File: config.mk
export PLATFORM = sky130hd
export DESIGN_NAME = pool_top
export DESIGN_NICKNAME = d
export VERILOG_FILES = /design/src/hdl/pool_pkg.sv /design/src/hdl/map_fetch.sv /design/src/hdl/map_gather.sv /design/src/hdl/max_reduce.sv /design/src/hdl/ofm_fetch.sv /design/src/hdl/pool_ctrl.sv /design/src/hdl/pool_top.sv
export SDC_FILE = /design/constraint.sdc
export NUM_CORES = 1
export LEC_CHECK = 0
export BUFFER_PORTS_ARGS = -buffer_cell sky130_fd_sc_hd__buf_2
export CORE_ASPECT_RATIO = 1.1
export CORE_MARGIN = 2
export CORE_UTILIZATION = 55
export DETAILED_ROUTE_END_ITERATION = 8
export HOLD_SLACK_MARGIN = 0.05
export PLACE_DENSITY = 0.86
export SETUP_SLACK_MARGIN = 0.1
export SKIP_CTS_REPAIR_TIMING = 1
export SYNTH_ARGS = -nofsm -noshare
export SYNTH_HDL_FRONTEND = slang
export SYNTH_SLANG_ARGS = --single-unit
File: constraint.sdc
create_clock -name clk -period 24.9 [get_ports clk]
set_input_delay 2.49 -clock clk [delete_from_list [all_inputs] [get_ports clk]]
set_output_delay 2.49 -clock clk [all_outputs]
set_load 0.05 [all_outputs]
File: src/hdl/pool_pkg.sv
// ==============================
// Widths, derived sizes and shared
// types of the pooling core
// ==============================
package pool_pkg;

    // ==============================
    // Base widths
    // ==============================
    parameter int idx_width  = 16;
    parameter int act_width  = 8;
    parameter int map_width  = 4;
    parameter int sram_width = 64;
    parameter int chn_width  = 12;

    // Derived from the widths above
    parameter int map_len        = 2 ** map_width;
    parameter int idx_per_word   = sram_width / idx_width;
    parameter int map_words      = map_len / idx_per_word;
    parameter int map_word_width = $clog2(map_words);

    // ==============================
    // Types
    // ==============================
    // Address or neighbor index
    typedef logic [idx_width-1:0] idx_t;

    // Neighbor list of one point, entry 0 in the low bits
    typedef idx_t [map_len-1:0] map_arr_t;

    // Configuration word, 84 bits
    typedef struct packed {
        logic [idx_width-1:0] nip;
        logic [7:0]           k;
        logic [chn_width-1:0] chn;
        idx_t                 map_rd_base;
        idx_t                 ofm_rd_base;
        idx_t                 ofm_wr_base;
    } pool_cfg_t;

endpackage

File: src/hdl/map_fetch.sv
// ==============================
// Map read address generator
// ==============================
`timescale 1ns/10ps

module map_fetch (
    input  logic                clk,
    input  logic                rst_n,
    input  logic                busy,
    input  pool_pkg::pool_cfg_t cur_cfg,
    input  logic                free,
    input  logic                map_rd_addr_rdy,
    output logic                map_rd_addr_vld,
    output pool_pkg::idx_t      map_rd_addr,
    output logic                map_last,
    output logic                word_last
);
    import pool_pkg::*;

    logic [map_word_width-1:0] word_cnt;
    idx_t                      pnt_cnt;
    logic                      fin;
    logic                      addr_hs;
    logic                      word_end;
    logic                      pnt_end;

    assign word_end = word_cnt == map_word_width'(map_words - 1);
    assign pnt_end  = pnt_cnt == cur_cfg.nip - 16'd1;

    // A point starts only on a free gatherer, its later words follow freely
    assign map_rd_addr_vld = busy && !fin && (word_cnt != '0 || free);
    assign addr_hs         = map_rd_addr_vld && map_rd_addr_rdy;

    assign map_rd_addr = cur_cfg.map_rd_base + idx_t'(pnt_cnt * map_words)
                         + idx_t'(word_cnt);

    // Final word of a point, and of the whole run
    assign word_last = addr_hs && word_end;
    assign map_last  = word_last && pnt_end;

    always_ff @(posedge clk or negedge rst_n) begin
        if (!rst_n) begin
            word_cnt <= '0;
            pnt_cnt  <= '0;
            fin      <= 1'b0;
        end else if (!busy) begin
            word_cnt <= '0;
            pnt_cnt  <= '0;
            fin      <= 1'b0;
        end else if (addr_hs) begin
            word_cnt <= word_end ? '0 : word_cnt + 1'b1;
            if (word_end) begin
                pnt_cnt <= pnt_cnt + 16'd1;
                fin     <= pnt_end;
            end
        end
    end

endmodule

File: src/hdl/map_gather.sv
// ==============================
// Map word gatherer
// ==============================
`timescale 1ns/10ps

module map_gather (
    input  logic                          clk,
    input  logic                          rst_n,
    input  logic                          busy,
    input  logic                          word_last,
    input  logic                          map_rd_dat_vld,
    input  logic [pool_pkg::sram_width-1:0] map_rd_dat,
    input  logic                          map_take,
    output logic                          map_rd_dat_rdy,
    output logic                          map_vld,
    output pool_pkg::map_arr_t            map_dat,
    output logic                          free
);
    import pool_pkg::*;

    logic [map_word_width-1:0] wcnt;
    logic                      pnt_pend;
    logic                      dat_hs;
    logic                      dat_end;

    // Stray data is dropped while idle, a held point blocks new words
    assign map_rd_dat_rdy = !busy || !map_vld;
    assign dat_hs         = busy && map_rd_dat_vld && !map_vld;
    assign dat_end        = wcnt == map_word_width'(map_words - 1);

    assign free = !pnt_pend && !map_vld && wcnt == '0;

    always_ff @(posedge clk or negedge rst_n) begin
        if (!rst_n) begin
            wcnt     <= '0;
            pnt_pend <= 1'b0;
            map_vld  <= 1'b0;
        end else if (!busy) begin
            wcnt     <= '0;
            pnt_pend <= 1'b0;
            map_vld  <= 1'b0;
        end else begin
            // Last address out, its data still to come
            if (word_last) begin
                pnt_pend <= 1'b1;
            end else if (dat_hs && dat_end) begin
                pnt_pend <= 1'b0;
            end
            if (dat_hs) begin
                wcnt <= dat_end ? '0 : wcnt + 1'b1;
            end
            if (dat_hs && dat_end) begin
                map_vld <= 1'b1;
            end else if (map_take) begin
                map_vld <= 1'b0;
            end
        end
    end

    // Newest word enters at the top, so word 0 ends up lowest
    always_ff @(posedge clk) begin
        if (dat_hs) begin
            map_dat <= {map_rd_dat, map_dat[map_len-1:idx_per_word]};
        end
    end

endmodule

File: src/hdl/max_reduce.sv
// ==============================
// Lane-wise max over K feature words
// and the output write port
// ==============================
`timescale 1ns/10ps

module max_reduce #(
    parameter int lanes = 8
) (
    input  logic                                   clk,
    input  logic                                   rst_n,
    input  logic                                   busy,
    input  pool_pkg::pool_cfg_t                    cur_cfg,
    input  logic                                   ofm_rd_dat_vld,
    input  logic [lanes*pool_pkg::act_width-1:0]   ofm_rd_dat,
    input  logic                                   ofm_wr_rdy,
    output logic                                   ofm_rd_dat_rdy,
    output logic                                   ofm_wr_vld,
    output logic [pool_pkg::idx_width+lanes*pool_pkg::act_width-1:0] ofm_wr,
    output logic                                   done
);
    import pool_pkg::*;

    typedef logic [lanes-1:0][act_width-1:0] vec_t;

    // Write beat, address above data
    typedef struct packed {
        idx_t addr;
        vec_t dat;
    } wr_beat_t;

    vec_t                 rd_vec;
    vec_t                 acc;
    vec_t                 acc_nxt;
    wr_beat_t             beat;
    logic                 acc_full;
    logic [map_width-1:0] nb_cnt;
    logic [map_width-1:0] nb_last;
    idx_t                 res_cnt;
    idx_t                 wr_cnt;
    idx_t                 res_last;
    logic                 rd_hs;
    logic                 wr_hs;
    logic                 load;

    assign rd_vec   = ofm_rd_dat;
    assign nb_last  = map_width'(cur_cfg.k - 8'd1);
    assign res_last = idx_t'(cur_cfg.nip * (cur_cfg.chn / lanes)) - 16'd1;

    // Input stalls only while a finished result waits behind the write port
    assign ofm_rd_dat_rdy = !busy || !acc_full;
    assign rd_hs          = busy && ofm_rd_dat_vld && !acc_full;
    assign wr_hs          = ofm_wr_vld && ofm_wr_rdy;
    assign load           = acc_full && (!ofm_wr_vld || ofm_wr_rdy);

    assign ofm_wr = beat;
    assign done   = wr_hs && wr_cnt == res_last;

    // First word of a group loads, later words keep the unsigned max
    always_comb begin
        for (int i = 0; i < lanes; i++) begin
            if (nb_cnt == '0 || rd_vec[i] > acc[i]) begin
                acc_nxt[i] = rd_vec[i];
            end else begin
                acc_nxt[i] = acc[i];
            end
        end
    end

    // ==============================
    // Control
    // ==============================
    always_ff @(posedge clk or negedge rst_n) begin
        if (!rst_n) begin
            nb_cnt     <= '0;
            acc_full   <= 1'b0;
            ofm_wr_vld <= 1'b0;
            res_cnt    <= '0;
            wr_cnt     <= '0;
        end else if (!busy) begin
            nb_cnt     <= '0;
            acc_full   <= 1'b0;
            ofm_wr_vld <= 1'b0;
            res_cnt    <= '0;
            wr_cnt     <= '0;
        end else begin
            if (rd_hs) begin
                nb_cnt <= (nb_cnt == nb_last) ? '0 : nb_cnt + 1'b1;
            end
            if (rd_hs && nb_cnt == nb_last) begin
                acc_full <= 1'b1;
            end else if (load) begin
                acc_full <= 1'b0;
            end
            // Result moves into the write beat
            if (load) begin
                ofm_wr_vld <= 1'b1;
                res_cnt    <= res_cnt + 16'd1;
            end else if (wr_hs) begin
                ofm_wr_vld <= 1'b0;
            end
            if (wr_hs) begin
                wr_cnt <= wr_cnt + 16'd1;
            end
        end
    end

    always_ff @(posedge clk) begin
        if (rd_hs) begin
            acc <= acc_nxt;
        end
        if (load) begin
            beat.addr <= cur_cfg.ofm_wr_base + res_cnt;
            beat.dat  <= acc;
        end
    end

endmodule

File: src/hdl/ofm_fetch.sv
// ==============================
// Feature read address generator
// ==============================
`timescale 1ns/10ps

module ofm_fetch #(
    parameter int lanes = 8
) (
    input  logic                clk,
    input  logic                rst_n,
    input  logic                busy,
    input  pool_pkg::pool_cfg_t cur_cfg,
    input  logic                map_vld,
    input  pool_pkg::map_arr_t  map_dat,
    input  logic                ofm_rd_addr_rdy,
    output logic                ofm_rd_addr_vld,
    output pool_pkg::idx_t      ofm_rd_addr,
    output logic                map_take
);
    import pool_pkg::*;

    logic [map_width-1:0] nb_cnt;
    logic [chn_width-1:0] grp_cnt;
    logic [map_width-1:0] nb_last;
    logic [chn_width-1:0] grp_num;
    logic                 addr_hs;
    logic                 nb_end;
    logic                 grp_end;

    // ==============================
    // Loop bounds
    // ==============================
    assign nb_last = map_width'(cur_cfg.k - 8'd1);
    assign grp_num = chn_width'(cur_cfg.chn / lanes);
    assign nb_end  = nb_cnt == nb_last;
    assign grp_end = grp_cnt == grp_num - 1'b1;

    // ==============================
    // Address issue
    // ==============================
    assign ofm_rd_addr_vld = busy && map_vld;
    assign addr_hs         = ofm_rd_addr_vld && ofm_rd_addr_rdy;

    // Feature rows are grp_num words long
    assign ofm_rd_addr = cur_cfg.ofm_rd_base + idx_t'(map_dat[nb_cnt] * grp_num)
                         + idx_t'(grp_cnt);

    // Point fully read, release the neighbor array
    assign map_take = addr_hs && nb_end && grp_end;

    // Neighbor inner loop, channel group outer loop
    always_ff @(posedge clk or negedge rst_n) begin
        if (!rst_n) begin
            nb_cnt  <= '0;
            grp_cnt <= '0;
        end else if (!busy) begin
            nb_cnt  <= '0;
            grp_cnt <= '0;
        end else if (addr_hs) begin
            if (nb_end) begin
                nb_cnt  <= '0;
                grp_cnt <= grp_end ? '0 : grp_cnt + 1'b1;
            end else begin
                nb_cnt <= nb_cnt + 1'b1;
            end
        end
    end

endmodule

File: src/hdl/pool_ctrl.sv
// ==============================
// Configuration accept and busy FSM
// ==============================
`timescale 1ns/10ps

module pool_ctrl (
    input  logic                clk,
    input  logic                rst_n,
    input  logic                cfg_vld,
    input  pool_pkg::pool_cfg_t cfg,
    input  logic                map_last,
    input  logic                done,
    output logic                cfg_rdy,
    output logic                busy,
    output pool_pkg::pool_cfg_t cur_cfg
);

    localparam logic [1:0] st_idle        = 2'd0;
    localparam logic [1:0] st_map_in      = 2'd1;
    localparam logic [1:0] st_wait_finish = 2'd2;

    logic [1:0] state;
    logic [1:0] state_nxt;

    assign cfg_rdy = state == st_idle;
    assign busy    = state != st_idle;

    always_comb begin
        state_nxt = state;
        case (state)
            st_idle: begin
                if (cfg_vld) begin
                    state_nxt = st_map_in;
                end
            end
            // Map addresses still being issued
            st_map_in: begin
                if (map_last) begin
                    state_nxt = st_wait_finish;
                end
            end
            // Drain features and writes
            st_wait_finish: begin
                if (done) begin
                    state_nxt = st_idle;
                end
            end
            default: begin
                state_nxt = st_idle;
            end
        endcase
    end

    always_ff @(posedge clk or negedge rst_n) begin
        if (!rst_n) begin
            state <= st_idle;
        end else begin
            state <= state_nxt;
        end
    end

    // Held for the whole run
    always_ff @(posedge clk) begin
        if (cfg_vld && cfg_rdy) begin
            cur_cfg <= cfg;
        end
    end

endmodule

File: src/hdl/pool_top.sv
// ==============================
// Pooling core top level
// ==============================
`timescale 1ns/10ps

module pool_top #(
    parameter int lanes = 8
) (
    input  logic                                   clk,
    input  logic                                   rst_n,

    // Configuration
    input  logic                                   cfg_vld,
    output logic                                   cfg_rdy,
    input  pool_pkg::pool_cfg_t                    cfg,

    // Map memory
    output logic                                   map_rd_addr_vld,
    output pool_pkg::idx_t                         map_rd_addr,
    input  logic                                   map_rd_addr_rdy,
    input  logic                                   map_rd_dat_vld,
    input  logic [pool_pkg::sram_width-1:0]        map_rd_dat,
    output logic                                   map_rd_dat_rdy,

    // Feature memory
    output logic                                   ofm_rd_addr_vld,
    output pool_pkg::idx_t                         ofm_rd_addr,
    input  logic                                   ofm_rd_addr_rdy,
    input  logic                                   ofm_rd_dat_vld,
    input  logic [lanes*pool_pkg::act_width-1:0]   ofm_rd_dat,
    output logic                                   ofm_rd_dat_rdy,
    output logic                                   ofm_wr_vld,
    input  logic                                   ofm_wr_rdy,
    output logic [pool_pkg::idx_width+lanes*pool_pkg::act_width-1:0] ofm_wr
);
    import pool_pkg::*;

    logic      busy;
    pool_cfg_t cur_cfg;
    logic      map_last;
    logic      word_last;
    logic      free;
    logic      map_vld;
    map_arr_t  map_dat;
    logic      map_take;
    logic      done;

    pool_ctrl ctrl_i (
        .clk      (clk),
        .rst_n    (rst_n),
        .cfg_vld  (cfg_vld),
        .cfg      (cfg),
        .map_last (map_last),
        .done     (done),
        .cfg_rdy  (cfg_rdy),
        .busy     (busy),
        .cur_cfg  (cur_cfg)
    );

    map_fetch map_fetch_i (
        .clk             (clk),
        .rst_n           (rst_n),
        .busy            (busy),
        .cur_cfg         (cur_cfg),
        .free            (free),
        .map_rd_addr_rdy (map_rd_addr_rdy),
        .map_rd_addr_vld (map_rd_addr_vld),
        .map_rd_addr     (map_rd_addr),
        .map_last        (map_last),
        .word_last       (word_last)
    );

    map_gather map_gather_i (
        .clk            (clk),
        .rst_n          (rst_n),
        .busy           (busy),
        .word_last      (word_last),
        .map_rd_dat_vld (map_rd_dat_vld),
        .map_rd_dat     (map_rd_dat),
        .map_take       (map_take),
        .map_rd_dat_rdy (map_rd_dat_rdy),
        .map_vld        (map_vld),
        .map_dat        (map_dat),
        .free           (free)
    );

    ofm_fetch #(
        .lanes (lanes)
    ) ofm_fetch_i (
        .clk             (clk),
        .rst_n           (rst_n),
        .busy            (busy),
        .cur_cfg         (cur_cfg),
        .map_vld         (map_vld),
        .map_dat         (map_dat),
        .ofm_rd_addr_rdy (ofm_rd_addr_rdy),
        .ofm_rd_addr_vld (ofm_rd_addr_vld),
        .ofm_rd_addr     (ofm_rd_addr),
        .map_take        (map_take)
    );

    max_reduce #(
        .lanes (lanes)
    ) max_reduce_i (
        .clk            (clk),
        .rst_n          (rst_n),
        .busy           (busy),
        .cur_cfg        (cur_cfg),
        .ofm_rd_dat_vld (ofm_rd_dat_vld),
        .ofm_rd_dat     (ofm_rd_dat),
        .ofm_wr_rdy     (ofm_wr_rdy),
        .ofm_rd_dat_rdy (ofm_rd_dat_rdy),
        .ofm_wr_vld     (ofm_wr_vld),
        .ofm_wr         (ofm_wr),
        .done           (done)
    );

endmodule

==> impl_metrics.tcl, run 1 <==
set metrics [dict create \
    fin_setup_tns_ps 0 \
    critPathLaunchType "flip-flop" \
    num_vias 19710 \
    antenna_found_initial 20 \
    ys_seq_area_share_pct 52.65 \
    drive_above_1_share_pct 18.74 \
    fin_nets 3218 \
    std_cell_rows 91 \
    crit_fanout 40 \
    synth_edf_count 477 \
    cts_sinks 556 \
    final_antenna_net_count 0 \
    cpLargestDelayFamily "adder cells" \
    crit_buf_inv 7 \
    final_core_util_pct 62.79 \
    drt-initial-drc-count 1664 \
    rsz0062_at_grt "false" \
    endpoint_kind "output port" \
    totalWireLength_mm 71.00 \
    die_w_um 230.2 \
    yosysTopAreaCell "edfxtp_1" \
    yosys_warnings 0 \
    cts_tree "yes" \
    final_hold_viol_count 0 \
    clock_path_buffers 3 \
    netlist_area_um2 30960 \
    path_class "flip-flop to output port" \
    fmax_ghz 0.09225 \
    initial_core_util_pct 55.38 \
    via_per_inst 5.687 \
    cpMaxStageDelayCell "dfrtp_4" \
    hold_path_depth 0 \
    hold_end "map_gather_i.map_dat[67]" \
    rrSetupSlack_ps 18780 \
    place_congestion 0.8668 \
    path_cells "buf_4 -> mux4_1 -> mux4_2 -> nand2_1 -> fa_1 -> inv_1 -> fa_1 -> inv_1 -> fa_1 -> inv_1 -> fa_1 -> inv_1 -> fa_1 -> inv_1 -> ha_1 -> a21oi_1 -> o21ai_0 -> a21oi_1 -> nor2b_1 -> o21a_1 -> o41ai_1 -> o21ai_0 -> xnor2_1 -> buf_2" \
    area_growth_syn_to_layout_pct 13.38 \
    yosysTopAreaCellShare_pct 46.27 \
    coreArea_um2 55900 \
    reg2reg_to "ctrl_i.state[1]" \
    syn_inst 2331 \
    hp-start "map_gather_i.map_dat[131]" \
    finalCritPeriodShare_pct 43.53 \
    period_minus_slack_ps 10840 \
    die-area_um2 58200 \
    synthTopCellsByArea "edfxtp_1 46%, fa_1 11%, ha_1 7.1%" \
    drc 0 \
    wire_per_inst_um 20.49 \
    grt_start_max_net_pins 99 \
    port_buffers 330 \
    fp.dieH_um 252.8 \
    min-delay-path-class "flip-flop to flip-flop" \
    ys_ff_latch 556 \
    reg2reg_depth 15 \
    drv_slew 0 \
    clkLatencyLatePin_ps 630 \
    postSynthAreaPerCell_um2 13.28 \
    grt_pass1_wl_mm 111.4 \
    fin_skew_ps 30.03 \
    grt_overflow_total 0 \
    maxCapViolCount 0 \
    gr-usage-all-layers_pct 24.44 \
    dpl.hpwl_mm 50.77 \
    ys.flop_type "edfxtp_1" \
    path_clk_slew_ps 60 \
    cts.htree.levels 2 \
    cts_made_buffers 56 \
    boundaryPins 338 \
    worstMarginPinSlew_ps 1192 \
    synthArstFlopShare_pct 14.21 \
    status "complete, no violations" \
    root_buffer "clkbuf_16" \
    synthDistinctLibCells 75 \
    syn_nets 2889 \
    drt_first_pass_iters 6 \
    regToRegStartpoint "ctrl_i.cur_cfg[57]" \
    max_slew_margin_pct 20.56 \
    arrival_ps 8350 \
    critPathMaxStageDelay_ps 760 \
    crit_path_start "ofm_fetch_i.nb_cnt[0]" \
    setup_violations 0 \
    critPathRequiredTime_ps 22410 \
    grt_pass1_vias 20890 \
]
cell type report:
type / count / area (µm²)
inverter: 251 / 942.2
sequential: 556 / 16310
fill: 4020 / 20800
clock inverter: 34 / 332.8
timing repair buffer: 343 / 1752
tap: 744 / 930.9
clock buffer: 70 / 1485
multi-input combinational: 1452 / 13310
antenna: 15 / 37.54
state kept, by name (all words and copies together), names as in the netlist, 12 cells and up:
signal and cells:
map_gather_i.map_dat 256, max_reduce_i.ofm_wr 80, ctrl_i.cur_cfg 77, max_reduce_i.acc 64, map_fetch_i.pnt_cnt 16, max_reduce_i.res_cnt 16
max_reduce_i.wr_cnt 16, ofm_fetch_i.grp_cnt 12
worst max-delay path by stage:
| stage | slack, ps | to | depth (start not counted) |
|---|---|---|---|
| 2_1_floorplan | 2260 | map_gather_i.pnt_pend | 3 |
| 3_3_place_gp | 14760 | ofm_rd_addr[15] | 22 |
| 3_5_place_dp | 14680 | ofm_rd_addr[15] | 22 |
| 4_1_cts | 13980 | ofm_rd_addr[15] | 22 |
| 5_1_grt | 13590 | ofm_rd_addr[15] | 24 |
| 6_report | 14060 | ofm_rd_addr[15] | 24 |
routing by layer:
layer	vias to the layer above	track usage (%)	share of wire, %
li1	8847	-	-
met1	9874	29.21	37
met2	767	42.69	52
met3	206	5.124	6.9
met4	12	10.99	4.3
met5	-	0	0.11
per-stage QoR:
stage / cells / setup WS (ps) / instance area [µm²] / hold slack, ps
2_1_floorplan: 2331 / 2256 / 30960 / 417.2
3_3_place_gp: 3346 / 14760 / 33250 / 420.2
3_5_place_dp: 3346 / 14680 / 33250 / 426.2
4_1_cts: 3450 / 13980 / 35060 / 440.9
5_1_grt: 3464 / 13590 / 35100 / 448.1
6_report: 3465 / 14060 / 35100 / 439.6
logic make-up (layout without fill, tap and decap cells):
kind of cell	after synthesis	count (layout)	synth area share, %
AOI/OAI and AO/OA	225	225	4.462
buffers and inverters	323	698	4.381
xor gates and xnor gates	186	186	5.331
adders and majority gates	338	338	17.61
other	0	15	0
DFF	556	556	52.65
and+or+nand+nor	605	605	9.445
muxes	98	98	6.115
cell usage after synthesis (all sizes together) (5+ instances only):
cell type	n
a211oi	9
a21o	23
a21oi	77
and2	60
and3	17
buf	25
clkbuf	47
dfrtp	79
edfxtp	477
fa	163
ha	175
inv	251
mux2i	26
mux4	69
nand2	228
nand2b	12
nand3	49
nand4	21
nor2	118
nor2b	26
nor3	26
nor4	10
o21a	12
o21ai	65
o41ai	5
or3	17
xnor2	120
xor2	65
worst reg2reg max path: cells and delay by family (launching register included):
family	cells	cell delay (ps)
buffers and inverters	1	60
flip-flops	1	1050
AO/OA/AOI/OAI	5	1240
AND/OR/NAND/NOR	2	630
XOR/XNOR	1	210
adder cells (fa/ha/maj)	6	2790
placed cells by master (no fill, tap or decap), types with 9 or more instances in the layout:
master,synthesis,final
dfrtp_1,79,76
nand4_1,18,18
nor2_1,118,118
a211oi_1,9,9
inv_1,250,250
and2_1,58,56
fa_1,163,163
o21ai_0,63,63
nand3_1,49,49
edfxtp_1,477,477
mux4_2,57,57
nand2b_1,12,12
mux2i_1,26,26
or3_1,17,17
clkbuf_16,0,57
o21a_1,12,12
buf_2,9,329
xor2_1,64,64
diode_2,0,15
clkinv_2,0,12
and3_1,17,17
nand2_1,227,227
xnor2_1,120,120
ha_1,175,175
nor3_1,26,26
mux4_1,12,12
clkinv_1,0,11
a21oi_1,76,76
nor2b_1,26,26
a21o_1,23,23
clkbuf_1,43,12
buf_4,1,14
Power of run 1 is left out: the tool's default activity adds up to more than one toggle a clock period on the data nets, which glitch-free logic cannot reach.
==> run 2, diff against run 1 <==
--- a/config.mk
+++ b/config.mk
@@ -5,6 +5,7 @@
 export SDC_FILE = /design/constraint.sdc
 export NUM_CORES = 1
 export LEC_CHECK = 0
+export ABC_AREA = 1
 export BUFFER_PORTS_ARGS = -buffer_cell sky130_fd_sc_hd__buf_2
 export CORE_ASPECT_RATIO = 1.1
 export CORE_MARGIN = 2
==> constraint.sdc (replaced) <==
create_clock -name clk -period 10.25 [get_ports clk]
set_input_delay 1.025 -clock clk [delete_from_list [all_inputs] [get_ports clk]]
set_output_delay 1.025 -clock clk [all_outputs]
set_load 0.05 [all_outputs]
==> impl_metrics.tcl, run 2 <==
set metrics [dict create \
    ys_ff_latch 556 \
    yosysTopAreaCell "edfxtp_1" \
    groute.layer.met3.usage_pct 8.374 \
    cts_tree "yes" \
    nFillCells 4308 \
    setup_ws_ps 1205 \
    yosysMostFrequentCell "nand2_1" \
    max_slew_margin_pct 25.88 \
    grt_overflow_total 0 \
    worstMarginPinSlew_ps 1112 \
    setup_violations 0 \
    initial_core_util_pct 55.69 \
    grt_pass1_vias 23540 \
    synthDistinctLibCells 63 \
    largest_reg_flops 256 \
    critPathLaunchType "flip-flop" \
    boundaryPins 338 \
    wire_per_inst_um 18.24 \
    syn_nets 3607 \
    fin_skew_ps 59.66 \
    rsz0062_at_grt "false" \
    root_buffer "clkbuf_16" \
    postSynthAreaPerCell_um2 10.47 \
    die-area_um2 59990 \
    std_cell_rows 92 \
    hold_ws_ps 250.8 \
    drc 0 \
    cts_made_buffers 58 \
    fmax_ghz 0.1106 \
    yosysTopAreaCellShare_pct 44.87 \
    grt_start_max_net_pins 127 \
    antenna_found_initial 25 \
    regArea_um2 16310 \
    multiInputGateArea_um2 13330 \
    min-delay-path-class "primary input to asynchronous set/reset pin" \
    synthTopCellsByArea "edfxtp_1 45%, fa_1 10%, ha_1 6.9%" \
    arrival_ps 8020 \
    grt.met2_usage_pct 42.51 \
    ys.flop_type "edfxtp_1" \
    cts_sinks 556 \
    endpoint_kind "output port" \
    critPathMaxStageDelay_ps 720 \
    coreArea_um2 57330 \
    clock_path_buffers 3 \
    largest-register "map_gather_i.map_dat" \
    critPathRequiredTime_ps 9230 \
    die_w_um 233.7 \
    totalWireLength_mm 76.07 \
    drt-initial-drc-count 1919 \
    drv_slew 0 \
    crit_fanout 126 \
    cts.htree.levels 2 \
    path_class "flip-flop to output port" \
    maxCapViolCount 0 \
    final_antenna_net_count 0 \
    finalCritPeriodShare_pct 88.25 \
    fin_nets 3917 \
    synth_edf_count 477 \
    gr-usage-all-layers_pct 25.54 \
    path_clk_slew_ps 70 \
    num_vias 22950 \
    dpl.hpwl_mm 54.05 \
    ys_seq_area_share_pct 51.06 \
    fp.dieH_um 256.7 \
    period_minus_slack_ps 9045 \
    fin_setup_tns_ps 0 \
    grt.met1_usage_pct 30.25 \
    status "complete, no violations" \
    clkLatencyLatePin_ps 640 \
    netlist_area_um2 31930 \
    via_per_inst 5.502 \
    syn_inst 3049 \
    drt_first_pass_iters 5 \
    cpMaxStageDelayCell "inv_6" \
    area_growth_syn_to_layout_pct 12.92 \
    grt_pass1_wl_mm 120.0 \
    yosys_warnings 0 \
    final-instance-count-excl-fill 4171 \
    port_buffers 330 \
    place_congestion 0.9460 \
    dp_slack_ps 1944 \
    synth_common_cells "548 x nand2_1, 477 x edfxtp_1, 470 x inv_1" \
    layout_commonest_cell "nand2_1" \
    place_inst 4051 \
    gr-max-usage-layer "met2" \
    most-common-layout-cells "548 x nand2_1, 477 x edfxtp_1, 469 x inv_1, 329 x buf_2, 240 x nor2_1" \
    final_hold_viol_count 0 \
    synthArstFlopShare_pct 14.21 \
    drive_above_1_share_pct 13.91 \
]
-- run 2: changes by cell type after synthesis, moves of 57 or more --
| cell | previous run | this run |
|---|---|---|
| nand2_1 | 227 | 548 |
| inv_1 | 250 | 470 |
| xnor2_1 | 120 | 35 |
| mux4_2 | 57 | 0 |
| nor2_1 | 118 | 241 |
| and2_1 | 58 | 1 |
| a21oi_1 | 76 | 138 |
| o21ai_0 | 63 | 148 |
| nand3_1 | 49 | 171 |
-- run 2: logic make-up after synthesis --
family,share of synthesized area [%]
adders and majority gates,17.08
buffers and inverters,7.242
and+or+nand+nor,14.27
AOI/OAI and AO/OA,6.886
DFF,51.06
xor gates and xnor gates,3.461
-- run 2: metrics by stage --
step / cell area (µm²) / utilization (%)
after floorplan: 31930 / -
after global placement: 34170 / 59.61
after detailed placement: 34170 / 59.61
after CTS: 36020 / 62.84
after global routing: 36030 / 62.86
final: 36050 / 62.89
-- run 2: critical path: cells and delay by family, from the launching register on --
| family | cells | cell delay, ps |
|---|---|---|
| buffers and inverters | 9 | 1410 |
| adder cells (fa/ha/maj) | 6 | 2730 |
| flip-flops | 1 | 710 |
| AO/OA/AOI/OAI | 6 | 1390 |
| AND/OR/NAND/NOR | 10 | 1090 |
-- run 2: layer usage --
metal / part of all wire [%] / routed length [µm] / vias to the layer above
met5: 0.27 / 203 / -
met4: 4.4 / 3312 / 32
met3: 10 / 7664 / 223
met2: 48 / 36660 / 932
met1: 37 / 28230 / 10980
li1: - / - / 10780
-- run 2: cell type report --
class                           count  share of cell area [%]
Sequential cell                   556                   45.23
Inverter                          481                   5.053
Timing Repair Buffer              346                   4.922
Antenna cell                       11                 0.07636
Clock inverter                     39                  0.9892
Clock buffer                       70                   4.151
Tap cell                          752                   2.610
Multi-Input combinational cell   1916                   36.96
-- run 2: worst paths after layout --
path | startpoint | depth (start not counted) | end | slack (ps)
setup / recovery | ofm_fetch_i.nb_cnt[0] | 31 | ofm_rd_addr[15] | 1200
hold / removal | rst_n | 1 | ofm_fetch_i.grp_cnt[9] | 250
setup reg to reg | ctrl_i.cur_cfg[55] | 20 | ctrl_i.state[1] | 4550
hold reg to reg | map_gather_i.map_dat[124] | 0 | map_gather_i.map_dat[60] | 440
max in group asynchronous | rst_n | 2 | ofm_fetch_i.nb_cnt[0] | 8770
min in group clk | map_gather_i.map_dat[124] | 0 | map_gather_i.map_dat[60] | 440
Power of run 2 is left out for the same reason.
